## config.mk

```make
export PLATFORM = sky130hd
export DESIGN_NAME = sap4Top
export DESIGN_NICKNAME = d
export VERILOG_FILES = /design/src/logic/sap4Pkg.sv /design/src/logic/alu.sv /design/src/logic/controlSequencer.sv /design/src/logic/fetchUnit.sv /design/src/logic/programMemory.sv /design/src/logic/registerDatapath.sv /design/src/logic/sap4Top.sv
export VERILOG_INCLUDE_DIRS = /design/src /design/src/logic
export SDC_FILE = /design/constraint.sdc
export NUM_CORES = 1
export LEC_CHECK = 0
export BUFFER_PORTS_ARGS = -buffer_cell sky130_fd_sc_hd__buf_2
export CORE_ASPECT_RATIO = 0.6
export CORE_MARGIN = 2
export CORE_UTILIZATION = 32
export CTS_BUF_LIST = sky130_fd_sc_hd__clkbuf_8
export DETAILED_ROUTE_END_ITERATION = 16
export REMOVE_ABC_BUFFERS = 1
export SKIP_LAST_GASP = 1
export SLEW_MARGIN = 10
export SYNTH_ARGS = -nofsm -noshare
export SYNTH_HDL_FRONTEND = slang
export SYNTH_SLANG_ARGS = --single-unit
```

## constraint.sdc

```tcl
create_clock -name clk -period 3.4 [get_ports clk]
set_input_delay 0.34 -clock clk [delete_from_list [all_inputs] [get_ports clk]]
set_output_delay 0.34 -clock clk [all_outputs]
set_load 0.02 [all_outputs]
```

## src/logic/sap4_params.svh

```systemverilog
// widths, memory depth and ring length of the 4-bit processor, included by package and RTL
`ifndef SAP4_PARAMS_SVH
`define SAP4_PARAMS_SVH

// datapath nibble
`define SAP_DATA_W 4

// program memory addressing
`define SAP_ADDR_W 4
`define SAP_WORD_W 8
`define SAP_RAM_DEPTH 16

// one-hot steps per instruction
`define SAP_RING_LEN 6

`endif

```

## src/logic/sap4Pkg.sv

```systemverilog
// shared types of the 4-bit processor, referenced by scoped names from every RTL file
package sap4Pkg;

  `include "sap4_params.svh"

  typedef logic [`SAP_DATA_W-1:0] dataT;
  typedef logic [`SAP_ADDR_W-1:0] addrT;

  typedef enum logic [3:0] {
    opAdd     = 4'b0001, // add a,b
    opSub     = 4'b0010, // sub a,b
    opXchg    = 4'b0011, // xchg a,b
    opMovMemA = 4'b0110, // mov [addr],a
    opMovAMem = 4'b0111, // mov a,[addr]
    opAnd     = 4'b1000, // and a,b
    opOrBMem  = 4'b1001, // or b,[addr]
    opOut     = 4'b1010, // out a
    opHlt     = 4'b1111  // hlt
  } opcodeE;

  typedef enum logic [1:0] {aluAdd, aluSub, aluAnd, aluOr} aluOpE;

  // one-hot ring position
  typedef logic [`SAP_RING_LEN-1:0] ringStepT;

  localparam ringStepT stepT1 = 6'b000001;
  localparam ringStepT stepT2 = 6'b000010;
  localparam ringStepT stepT3 = 6'b000100;
  localparam ringStepT stepT4 = 6'b001000;
  localparam ringStepT stepT5 = 6'b010000;
  localparam ringStepT stepT6 = 6'b100000;

  // same memory word seen as an instruction or as a data nibble
  typedef union packed {
    struct packed {
      opcodeE opcode;
      addrT   operand;
    } instr;
    struct packed {
      logic [`SAP_WORD_W-`SAP_DATA_W-1:0] unused;
      dataT                               value;
    } data;
  } ramWordU;

endpackage

```

## src/logic/alu.sv

```systemverilog
// combinational 4-bit ALU for add, subtract, and, or
`timescale 1ns/1ps

module alu (
  input  sap4Pkg::aluOpE aluOp,
  input  sap4Pkg::dataT  opA,
  input  sap4Pkg::dataT  opB,
  output sap4Pkg::dataT  result
);

  // no carry out, results wrap at 4 bits
  always_comb
  begin
    case (aluOp)
      sap4Pkg::aluAdd:
        result = opA + opB;
      sap4Pkg::aluSub:
        result = opA - opB;
      sap4Pkg::aluAnd:
        result = opA & opB;
      sap4Pkg::aluOr:
        result = opA | opB;
      default:
        result = '0;
    endcase
  end

endmodule

```

## src/logic/controlSequencer.sv

```systemverilog
// six-step ring sequencer with halt latch, turns ring step and opcode into control strobes
`timescale 1ns/1ps

module controlSequencer (
  input  logic             clk,
  input  logic             reset,
  input  sap4Pkg::opcodeE  opcode,
  output logic             marFromPc,
  output logic             pcInc,
  output logic             irLoad,
  output logic             marFromIr,
  output logic             memWrite,
  output logic             aFromMem,
  output logic             aFromAlu,
  output logic             aFromB,
  output logic             tmpFromA,
  output logic             tmpFromMem,
  output logic             bFromTmp,
  output logic             bFromAlu,
  output logic             outLoad,
  output logic             halted,
  output sap4Pkg::aluOpE   aluOp
);

  sap4Pkg::ringStepT ringStep;

  // ring advances every cycle until a hlt is seen at t4
  always_ff @(posedge clk)
  begin
    if (!reset)
    begin
      ringStep <= sap4Pkg::stepT1;
      halted   <= 1'b0;
    end
    else if (!halted)
    begin
      ringStep <= (ringStep == sap4Pkg::stepT6) ? sap4Pkg::stepT1 : ringStep << 1;
      if (ringStep == sap4Pkg::stepT4 && opcode == sap4Pkg::opHlt)
        halted <= 1'b1; // ring stays frozen from here on
    end
  end

  always_comb
  begin
    marFromPc  = 1'b0;
    pcInc      = 1'b0;
    irLoad     = 1'b0;
    marFromIr  = 1'b0;
    memWrite   = 1'b0;
    aFromMem   = 1'b0;
    aFromAlu   = 1'b0;
    aFromB     = 1'b0;
    tmpFromA   = 1'b0;
    tmpFromMem = 1'b0;
    bFromTmp   = 1'b0;
    bFromAlu   = 1'b0;
    outLoad    = 1'b0;
    if (!halted)
    begin
      case (ringStep)
        sap4Pkg::stepT1: marFromPc = 1'b1;
        sap4Pkg::stepT2: pcInc = 1'b1;
        sap4Pkg::stepT3: irLoad = 1'b1;
        sap4Pkg::stepT4:
        begin
          case (opcode)
            sap4Pkg::opMovAMem, sap4Pkg::opMovMemA, sap4Pkg::opOrBMem: marFromIr = 1'b1;
            sap4Pkg::opAdd, sap4Pkg::opSub, sap4Pkg::opAnd: aFromAlu = 1'b1;
            sap4Pkg::opXchg: tmpFromA = 1'b1;
            sap4Pkg::opOut:  outLoad = 1'b1;
            default: ; // unused opcodes idle through the step
          endcase
        end
        sap4Pkg::stepT5:
        begin
          case (opcode)
            sap4Pkg::opMovAMem: aFromMem = 1'b1;
            sap4Pkg::opMovMemA: memWrite = 1'b1;
            sap4Pkg::opOrBMem:  tmpFromMem = 1'b1;
            sap4Pkg::opXchg:    aFromB = 1'b1;
            default: ;
          endcase
        end
        sap4Pkg::stepT6:
        begin
          case (opcode)
            sap4Pkg::opOrBMem: bFromAlu = 1'b1; // b gets tmp | b
            sap4Pkg::opXchg:   bFromTmp = 1'b1;
            default: ;
          endcase
        end
        default: ;
      endcase
    end
  end

  // or b,[addr] is the only user of the or path
  always_comb
  begin
    case (opcode)
      sap4Pkg::opSub:    aluOp = sap4Pkg::aluSub;
      sap4Pkg::opAnd:    aluOp = sap4Pkg::aluAnd;
      sap4Pkg::opOrBMem: aluOp = sap4Pkg::aluOr;
      default:           aluOp = sap4Pkg::aluAdd;
    endcase
  end

endmodule

```

## src/logic/fetchUnit.sv

```systemverilog
// program counter, memory address register and instruction register of the fetch path
`timescale 1ns/1ps

module fetchUnit (
  input  logic             clk,
  input  logic             reset,
  input  logic             marFromPc,
  input  logic             pcInc,
  input  logic             irLoad,
  input  logic             marFromIr,
  input  sap4Pkg::ramWordU memWord,
  output sap4Pkg::addrT    memAddr,
  output sap4Pkg::opcodeE  opcode
);

  sap4Pkg::addrT pc;
  sap4Pkg::addrT mar;
  sap4Pkg::addrT irOperand; // address field, only feeds the mar

  always_ff @(posedge clk)
  begin
    if (!reset)
    begin
      pc  <= '0;
      mar <= '0;
    end
    else
    begin
      if (pcInc)
        pc <= pc + 1'b1; // wraps 15 to 0
      if (marFromPc)
        mar <= pc;
      else if (marFromIr)
        mar <= irOperand;
    end
  end

  // instruction view of the fetched word
  always_ff @(posedge clk)
  begin
    if (irLoad)
    begin
      opcode    <= memWord.instr.opcode;
      irOperand <= memWord.instr.operand;
    end
  end

  assign memAddr = mar;

endmodule

```

## src/logic/programMemory.sv

```systemverilog
// sixteen-word program and data memory, loaded before the run and stored into by mov [addr],a
`timescale 1ns/1ps

`include "sap4_params.svh"

module programMemory (
  input  logic             clk,
  input  logic             progWrite,
  input  sap4Pkg::addrT    progAddr,
  input  sap4Pkg::ramWordU progData,
  input  logic             memWrite,
  input  sap4Pkg::addrT    memAddr,
  input  sap4Pkg::dataT    aValue,
  output sap4Pkg::ramWordU memWord
);

  sap4Pkg::ramWordU mem [`SAP_RAM_DEPTH];
  sap4Pkg::ramWordU storeWord;

  // a stored nibble lands in the data view, upper nibble cleared
  always_comb
  begin
    storeWord.data.unused = '0;
    storeWord.data.value  = aValue;
  end

  always_ff @(posedge clk)
  begin
    if (progWrite)
      mem[progAddr] <= progData; // loader wins over a store
    else if (memWrite)
      mem[memAddr] <= storeWord;
  end

  assign memWord = mem[memAddr]; // asynchronous read

endmodule

```

## src/logic/registerDatapath.sv

```systemverilog
// accumulator, B, temporary and output registers with their load muxes around the ALU
`timescale 1ns/1ps

module registerDatapath (
  input  logic           clk,
  input  logic           reset,
  input  logic           aFromMem,
  input  logic           aFromAlu,
  input  logic           aFromB,
  input  logic           tmpFromA,
  input  logic           tmpFromMem,
  input  logic           bFromTmp,
  input  logic           bFromAlu,
  input  logic           outLoad,
  input  sap4Pkg::aluOpE aluOp,
  input  sap4Pkg::dataT  memData,
  output sap4Pkg::dataT  aValue,
  output sap4Pkg::dataT  outValue,
  output logic           outValid
);

  sap4Pkg::dataT aReg;
  sap4Pkg::dataT bReg;
  sap4Pkg::dataT tmpReg;
  sap4Pkg::dataT aluOpA;
  sap4Pkg::dataT aluResult;

  // or b,[addr] works on tmp, the arithmetic ops on A
  assign aluOpA = bFromAlu ? tmpReg : aReg;

  alu aluInst (
    .aluOp  (aluOp),
    .opA    (aluOpA),
    .opB    (bReg),
    .result (aluResult)
  );

  always_ff @(posedge clk)
  begin
    if (!reset)
    begin
      aReg     <= '0;
      bReg     <= '0;
      tmpReg   <= '0;
      outValue <= '0;
      outValid <= 1'b0;
    end
    else
    begin
      if (aFromMem)
        aReg <= memData;
      else if (aFromAlu)
        aReg <= aluResult;
      else if (aFromB)
        aReg <= bReg; // second half of xchg

      if (tmpFromA)
        tmpReg <= aReg;
      else if (tmpFromMem)
        tmpReg <= memData;

      if (bFromTmp)
        bReg <= tmpReg;
      else if (bFromAlu)
        bReg <= aluResult;

      if (outLoad)
        outValue <= aReg;
      outValid <= outLoad; // single-cycle strobe
    end
  end

  assign aValue = aReg;

endmodule

```

## src/logic/sap4Top.sv

```systemverilog
// top level of the 4-bit processor, joins sequencer, fetch unit, memory and datapath
`timescale 1ns/1ps

module sap4Top (
  input  logic             clk,
  input  logic             reset,
  input  logic             progWrite,
  input  sap4Pkg::addrT    progAddr,
  input  sap4Pkg::ramWordU progData,
  output sap4Pkg::dataT    outValue,
  output logic             outValid,
  output logic             halted
);

  logic marFromPc;
  logic pcInc;
  logic irLoad;
  logic marFromIr;
  logic memWrite;
  logic aFromMem;
  logic aFromAlu;
  logic aFromB;
  logic tmpFromA;
  logic tmpFromMem;
  logic bFromTmp;
  logic bFromAlu;
  logic outLoad;

  sap4Pkg::aluOpE   aluOp;
  sap4Pkg::opcodeE  opcode;
  sap4Pkg::addrT    memAddr;
  sap4Pkg::ramWordU memWord;
  sap4Pkg::dataT    aValue;

  controlSequencer sequencerInst (
    .clk        (clk),
    .reset      (reset),
    .opcode     (opcode),
    .marFromPc  (marFromPc),
    .pcInc      (pcInc),
    .irLoad     (irLoad),
    .marFromIr  (marFromIr),
    .memWrite   (memWrite),
    .aFromMem   (aFromMem),
    .aFromAlu   (aFromAlu),
    .aFromB     (aFromB),
    .tmpFromA   (tmpFromA),
    .tmpFromMem (tmpFromMem),
    .bFromTmp   (bFromTmp),
    .bFromAlu   (bFromAlu),
    .outLoad    (outLoad),
    .halted     (halted),
    .aluOp      (aluOp)
  );

  fetchUnit fetchInst (
    .clk       (clk),
    .reset     (reset),
    .marFromPc (marFromPc),
    .pcInc     (pcInc),
    .irLoad    (irLoad),
    .marFromIr (marFromIr),
    .memWord   (memWord),
    .memAddr   (memAddr),
    .opcode    (opcode)
  );

  programMemory memoryInst (
    .clk       (clk),
    .progWrite (progWrite),
    .progAddr  (progAddr),
    .progData  (progData),
    .memWrite  (memWrite),
    .memAddr   (memAddr),
    .aValue    (aValue),
    .memWord   (memWord)
  );

  // datapath only ever sees the data view of the word
  registerDatapath datapathInst (
    .clk        (clk),
    .reset      (reset),
    .aFromMem   (aFromMem),
    .aFromAlu   (aFromAlu),
    .aFromB     (aFromB),
    .tmpFromA   (tmpFromA),
    .tmpFromMem (tmpFromMem),
    .bFromTmp   (bFromTmp),
    .bFromAlu   (bFromAlu),
    .outLoad    (outLoad),
    .aluOp      (aluOp),
    .memData    (memWord.data.value),
    .aValue     (aValue),
    .outValue   (outValue),
    .outValid   (outValid)
  );

endmodule

```

# Word level (Yosys, flattened, before mapping)
# Memory sizes are Yosys's and may differ from the RTL's. A register that Yosys moved wholly into a read port is not among the register bits.
# Index checks and enable logic that the tools add are counted.
[word_totals]
ff_bits = 40
latchBits = 0
ram_bits = 128
rom_bits = 0
inputBits = 15
wordCells = 102
memories = 1
[mem_list]
columns = ["memory", "words", "word_bits", "rd", "rd_ports_with_merged_regs", "write_ports", "line", "text"]
rows = [
  ["memoryInst.mem", 16, 8, 1, 1, 1, "programMemory.sv:17", "sap4Pkg::ramWordU mem [`SAP_RAM_DEPTH];"],
]
[classes]
n_addsub = 3
multipliers = 0
div_mod_pow = 0
n_lt_le_gt_ge = 0
n_eq_ne = 18
n_shift = 0
n_mux = 58
bitwise = 2
reduce_logical = 9
[op_table]
columns = ["op", "count"]
rows = [
  ["$mux 4", 13],
  ["$mux 1", 41],
  ["$eq 4x4->1 const B", 4],
  ["$pmux 4 s4", 1],
  ["$eq 4x2->1 const B", 2],
  ["$eq 4x3->1 const B", 2],
  ["$mux 8", 1],
  ["$reduce_or 8->1", 1],
  ["$eq 6x1->1 const B", 1],
  ["$eq 6x2->1 const B", 1],
  ["$eq 6x3->1 const B", 1],
  ["$eq 6x4->1 const B", 1],
  ["$eq 6x5->1 const B", 1],
  ["$eq 6x6->1 const B", 1],
  ["$mux 6", 1],
  ["$pmux 2 s3", 1],
  ["$reduce_bool 2->1", 3],
  ["$reduce_or 3->1", 2],
  ["$add 4x1->4 const B", 1],
  ["$add 4x4->4", 1],
  ["$and 4x4->4", 1],
  ["$eq 2x2->1 const B", 2],
  ["$eq 4x1->1 const B", 1],
  ["$or 4x4->4", 1],
  ["other kinds (5)", 5],
]

# Depth between registers and ports, before layout
[logic_depth]
depth_word = 9
mapped_depth = 13
depth_no_buf = 12

# Cells and area by module
# A second synthesis with hierarchy kept.
[unflattened]
cells_unflattened = 507
area_unflattened_um2 = 7459.7
[by_module_without_submodules]
columns = ["mod", "instances", "cells_per_inst", "area_per_inst_um2"]
rows = [
  ["programMemory", 1, 276, 5217.5],
  ["registerDatapath", 1, 85, 804.5],
  ["fetchUnit", 1, 43, 601.8],
  ["controlSequencer", 1, 60, 490.5],
  ["alu", 1, 43, 345.3],
]

# Worst setup path before layout
# No wires, ideal clock.
[synth_path]
kind = "flip-flop to flip-flop"
start = "register sequencerInst.halted"
end = "memory memoryInst.mem[0][0] in the netlist's numbering (enable)"
setup_ps = 370
arrival_ps = 2509
required_time_ps = 3030
path_slack_ps = 521
path_stages_with_launch = 7
synth_period_minus_slack_ps = 2879
cell_sequence = "dfxtp_1 -> or4b_1 -> or2_1 -> or4_4 -> buf_6 -> o32a_1 -> nor2_1"
[synth_between]
elab_chain_cells = 6
elab_cells_between_ends = 7
cone_classes = "6 x mux; 1 x reduce/logical"
[synth_rtl]
columns = ["item", "line", "text"]
rows = [
  ["from (decl)", "controlSequencer.sv:21", "output logic halted,"],
  ["from (signal assigned)", "controlSequencer.sv:33", "halted <= 1'b0;"],
  ["from (signal assigned)", "controlSequencer.sv:39", "halted <= 1'b1;"],
  ["$mux 1 (*)", "controlSequencer.sv:58", "if (!halted)"],
  ["$mux 1 (*)", "programMemory.sv:31", "else if (memWrite)"],
  ["$mux 1 (*)", "programMemory.sv:29", "if (progWrite)"],
  ["$mux 1 (not written as such) (*)", "programMemory.sv:32", "mem[memAddr] <= storeWord;"],
  ["$reduce_or 8->1 (no source line)", "-", ""],
  ["$mux 4 (no source line) or $mux 1 (tied branches)", "-", ""],
  ["to (decl)", "programMemory.sv:17", ""],
]
# Every way passes the cells marked *; elsewhere a longest branch is shown, timed or not.

# Final worst setup path
[layout_path]
start = "register sequencerInst.ringStep[4]"
end = "memory memoryInst.mem[14][0] in the netlist's numbering (enable)"
[layout_between]
elab_chain_cells = 8
elab_cells_between_ends = 9
cone_classes = "1 x eq/ne; 7 x mux; 1 x reduce/logical"
[layout_rtl]
columns = ["item", "line", "text"]
rows = [
  ["from (decl)", "controlSequencer.sv:25", "sap4Pkg::ringStepT ringStep;"],
  ["from (signal assigned)", "controlSequencer.sv:32", "ringStep <= sap4Pkg::stepT1;"],
  ["from (signal assigned)", "controlSequencer.sv:37", "ringStep <= (ringStep == sap4Pkg::stepT6) ? sap4Pkg::stepT1 : ringStep << 1;"],
  ["$eq 6x5->1 (*)", "controlSequencer.sv:60", "case (ringStep)"],
  ["$mux 1 (*)", "controlSequencer.sv:60", ""],
  ["$mux 1 (*)", "controlSequencer.sv:58", ""],
  ["$mux 1 (*)", "programMemory.sv:31", ""],
  ["$mux 1 (*)", "programMemory.sv:29", ""],
  ["$mux 1 (not written as such) (*)", "programMemory.sv:32", ""],
  ["$reduce_or 8->1 (no source line)", "-", ""],
  ["$mux 4 (no source line) or $mux 1 (tied branches)", "-", ""],
]
# Marked as above.

==> impl_metrics.tcl <==
set metrics [dict create \
    layout.nets 545 \
    mappedNetlistArea_um2 7290 \
    postCtsSetupRepairBufs 0 \
    r2r_end "memoryInst.mem[14][0]$_DFFE_PP_" \
    grt.total_usage_pct 15.0 \
    num_io_pins 21 \
    ys_seq_area_share_pct 65.9 \
    grt_pass1_wl_mm 26.0 \
    stdcell_area_um2 8430 \
    root_buffer "clkbuf_8" \
    cts_resized 0 \
    cts_hold_buf 0 \
    fin_crit_sh_pct 92.2 \
    setup_tns_ns 0 \
    grt_max_degree 33 \
    via_per_inst 5.17 \
    power_density_nw_per_um2 509 \
    cp-start-kind "flop" \
    rsz0062_at_grt "false" \
    area_growth_pct 15.6 \
    timing.fmax_mhz 319 \
    peakVddDrop_uv 208 \
    initial_core_util_pct 32.8 \
    drc 0 \
    synthCells 471 \
    reg2reg_slack_ns 0.26 \
    p_leak_nw 2.74 \
    r2r-start "sequencerInst.ringStep[4]$_SDFFE_PN0N_" \
    synth_area_per_cell_um2 15.5 \
    yosysTopAreaCellShare_pct 56.0 \
    synthTopCellsByCount "edfxtp_1, nor2_1, mux4_2, dfxtp_1, nand2_1" \
    fp.dieW_um 199 \
    cap_violations 0 \
    clk_pin_slew_ns 0.09 \
    dr.pass1.iters 5 \
    synth-main-ff-cell "edfxtp_1" \
    relSlewSlack_pct 41.5 \
    yosysMostFrequentCell "edfxtp_1" \
    hpwl_mm 12.1 \
    drive_gt1_share_pct 25.6 \
    placed_area_um2 7960 \
    holdPathStages 2 \
    critPathArrivalTime_ns 3.21 \
    routed_wl_mm 17.2 \
    yosysTopAreaCell "edfxtp_1" \
    crit_path_end_kind "flop" \
    hp-start "reset" \
    drt-initial-drc-count 639 \
    setup_violations 0 \
    wl_per_cell_um 20.4 \
    ant_nets 0 \
    gp_congestion 0.882 \
    hold_viol 0 \
    coreArea_um2 22200 \
    cts_sinks 172 \
    whs_endpoint "sequencerInst.ringStep[0]$_SDFFE_PN1N_" \
    ys_warn_count 0 \
    vias 4365 \
    min_path_type "input port to flop" \
    diodes 0 \
    status "complete, no violations" \
    synthTopCellsByArea "edfxtp_1, mux4_2, dfxtp_1" \
    grt_pass1_vias 4277 \
    cts_buffers 17 \
    cts_max_level 4 \
    dieHeight_um 121 \
    hold_slack_ns 0.234 \
    synth_cell_type_count 51 \
    drv_slew 0 \
    worst_pin_slew_ns 0.866 \
    cts.path.max_buffers 2 \
    die_area_um2 24100 \
    period_minus_slack_ns 3.14 \
    row_count 42 \
    reg2regPathDepth 6 \
    synth_edf_count 136 \
    ys_async_sr_fraction_pct 0 \
    cp.required_ns 3.48 \
    fin_worst_skew_ns 0.0218 \
    cp_max_fo 21 \
    critPathKind "flop to flop" \
    cts_tree "yes" \
    placement.io_buffers 20 \
    antenna_found_initial 1 \
    clkLatencyLatePin_ns 0.46 \
    ys_ff_latch 172 \
    grt_overflow 0 \
]
-- worst max-delay path by stage --
stage                                                      to                                    from  slack (ns)
after floorplan           datapathInst.aValue[3]$_SDFFE_PN0P_                                    flop        0.36
after global placement        memoryInst.mem[14][3]$_DFFE_PP_  sequencerInst.ringStep[4]$_SDFFE_PN0N_        0.37
after detailed placement      memoryInst.mem[14][1]$_DFFE_PP_  sequencerInst.ringStep[4]$_SDFFE_PN0N_        0.32
after CTS                     memoryInst.mem[14][0]$_DFFE_PP_  sequencerInst.ringStep[4]$_SDFFE_PN0N_        0.28
after global routing          memoryInst.mem[14][0]$_DFFE_PP_  sequencerInst.ringStep[4]$_SDFFE_PN0N_        0.11
final                         memoryInst.mem[14][0]$_DFFE_PP_  sequencerInst.ringStep[4]$_SDFFE_PN0N_        0.26
-- state kept, by name, summed over array words and instances (netlist names), named ones only --
signal	count
datapathInst.aValue	4
datapathInst.bReg	4
datapathInst.outValid	1
datapathInst.outValue	4
datapathInst.tmpReg	4
fetchInst.irOperand	4
fetchInst.memAddr	4
fetchInst.opcode	4
fetchInst.pc	4
memoryInst.mem	128
sequencerInst.halted	1
sequencerInst.ringStep	6
-- kinds of logic after synthesis --
kind of cell	share of synthesized area, %
buffers and inverters	1.96
adders and majority gates	1.20
and+or+nand+nor	8.73
muxes	15.9
DFF	65.9
AOI/OAI and AO/OA	5.16
xor gates and xnor gates	1.20
-- layer usage --
metal	up-vias	GRT usage, %	share of wire, %
met5	-	2.40	0.40
met4	2	4.62	1.1
met3	18	4.50	10
met2	188	19.8	40
met1	2208	23.0	48
li1	1949	-	-
-- area by class of cell --
cell class | count | area, µm²
fillers | 2047 | 13800
flip-flops and latches | 172 | 4810
multi-input cells | 265 | 2350
well taps | 308 | 385
repair buffers | 54 | 368
clock buffers | 19 | 262
clock inverters | 13 | 206
inverters | 13 | 48.8
-- per-stage QoR --
step                      setup WS [ns]  instances  utilization [%]  power [mW]
after CTS                         0.280        844             37.9        4.32
after floorplan                   0.356        450                -        2.54
final                             0.264        844             37.9        4.29
after global routing              0.109        844             37.9        4.44
after detailed placement          0.317        812             35.8        2.66
after global placement            0.372        812             35.8        2.66
-- cells in the final DEF, fill, tap and decap left out, types with 7 or more instances in the layout --
cell type / netlist / final
a21oi_1: 11 / 11
a31oi_1: 7 / 7
buf_2: 6 / 20
buf_4: 0 / 33
clkbuf_8: 0 / 19
dfxtp_1: 36 / 35
edfxtp_1: 136 / 136
ha_1: 7 / 7
inv_1: 13 / 13
mux2i_1: 20 / 20
mux4_2: 40 / 40
nand2_1: 26 / 26
nand3_1: 7 / 7
nor2_1: 46 / 46
nor3_1: 7 / 7
o21ai_0: 16 / 16
xnor2_1: 7 / 7
-- worst max-delay path, cell delays in order, from the launching register on --
cell	delay [ns]
dfxtp_1	0.46
or4b_1	0.48
or2_1	0.28
or4_4	0.64
nor2_1	0.14
a32oi_1	0.12
nor2_1	0.63
-- power breakdown --
part | leakage (nW) | switching [mW] | internal (mW)
Combinational | 0.974 | 0.165 | 0.129
Sequential | 1.52 | 0.0259 | 2.30
Clock | 0.242 | 0.754 | 0.921
Total | 2.74 | 0.945 | 3.35
No activity file was read; power rests on OpenSTA's default activity.
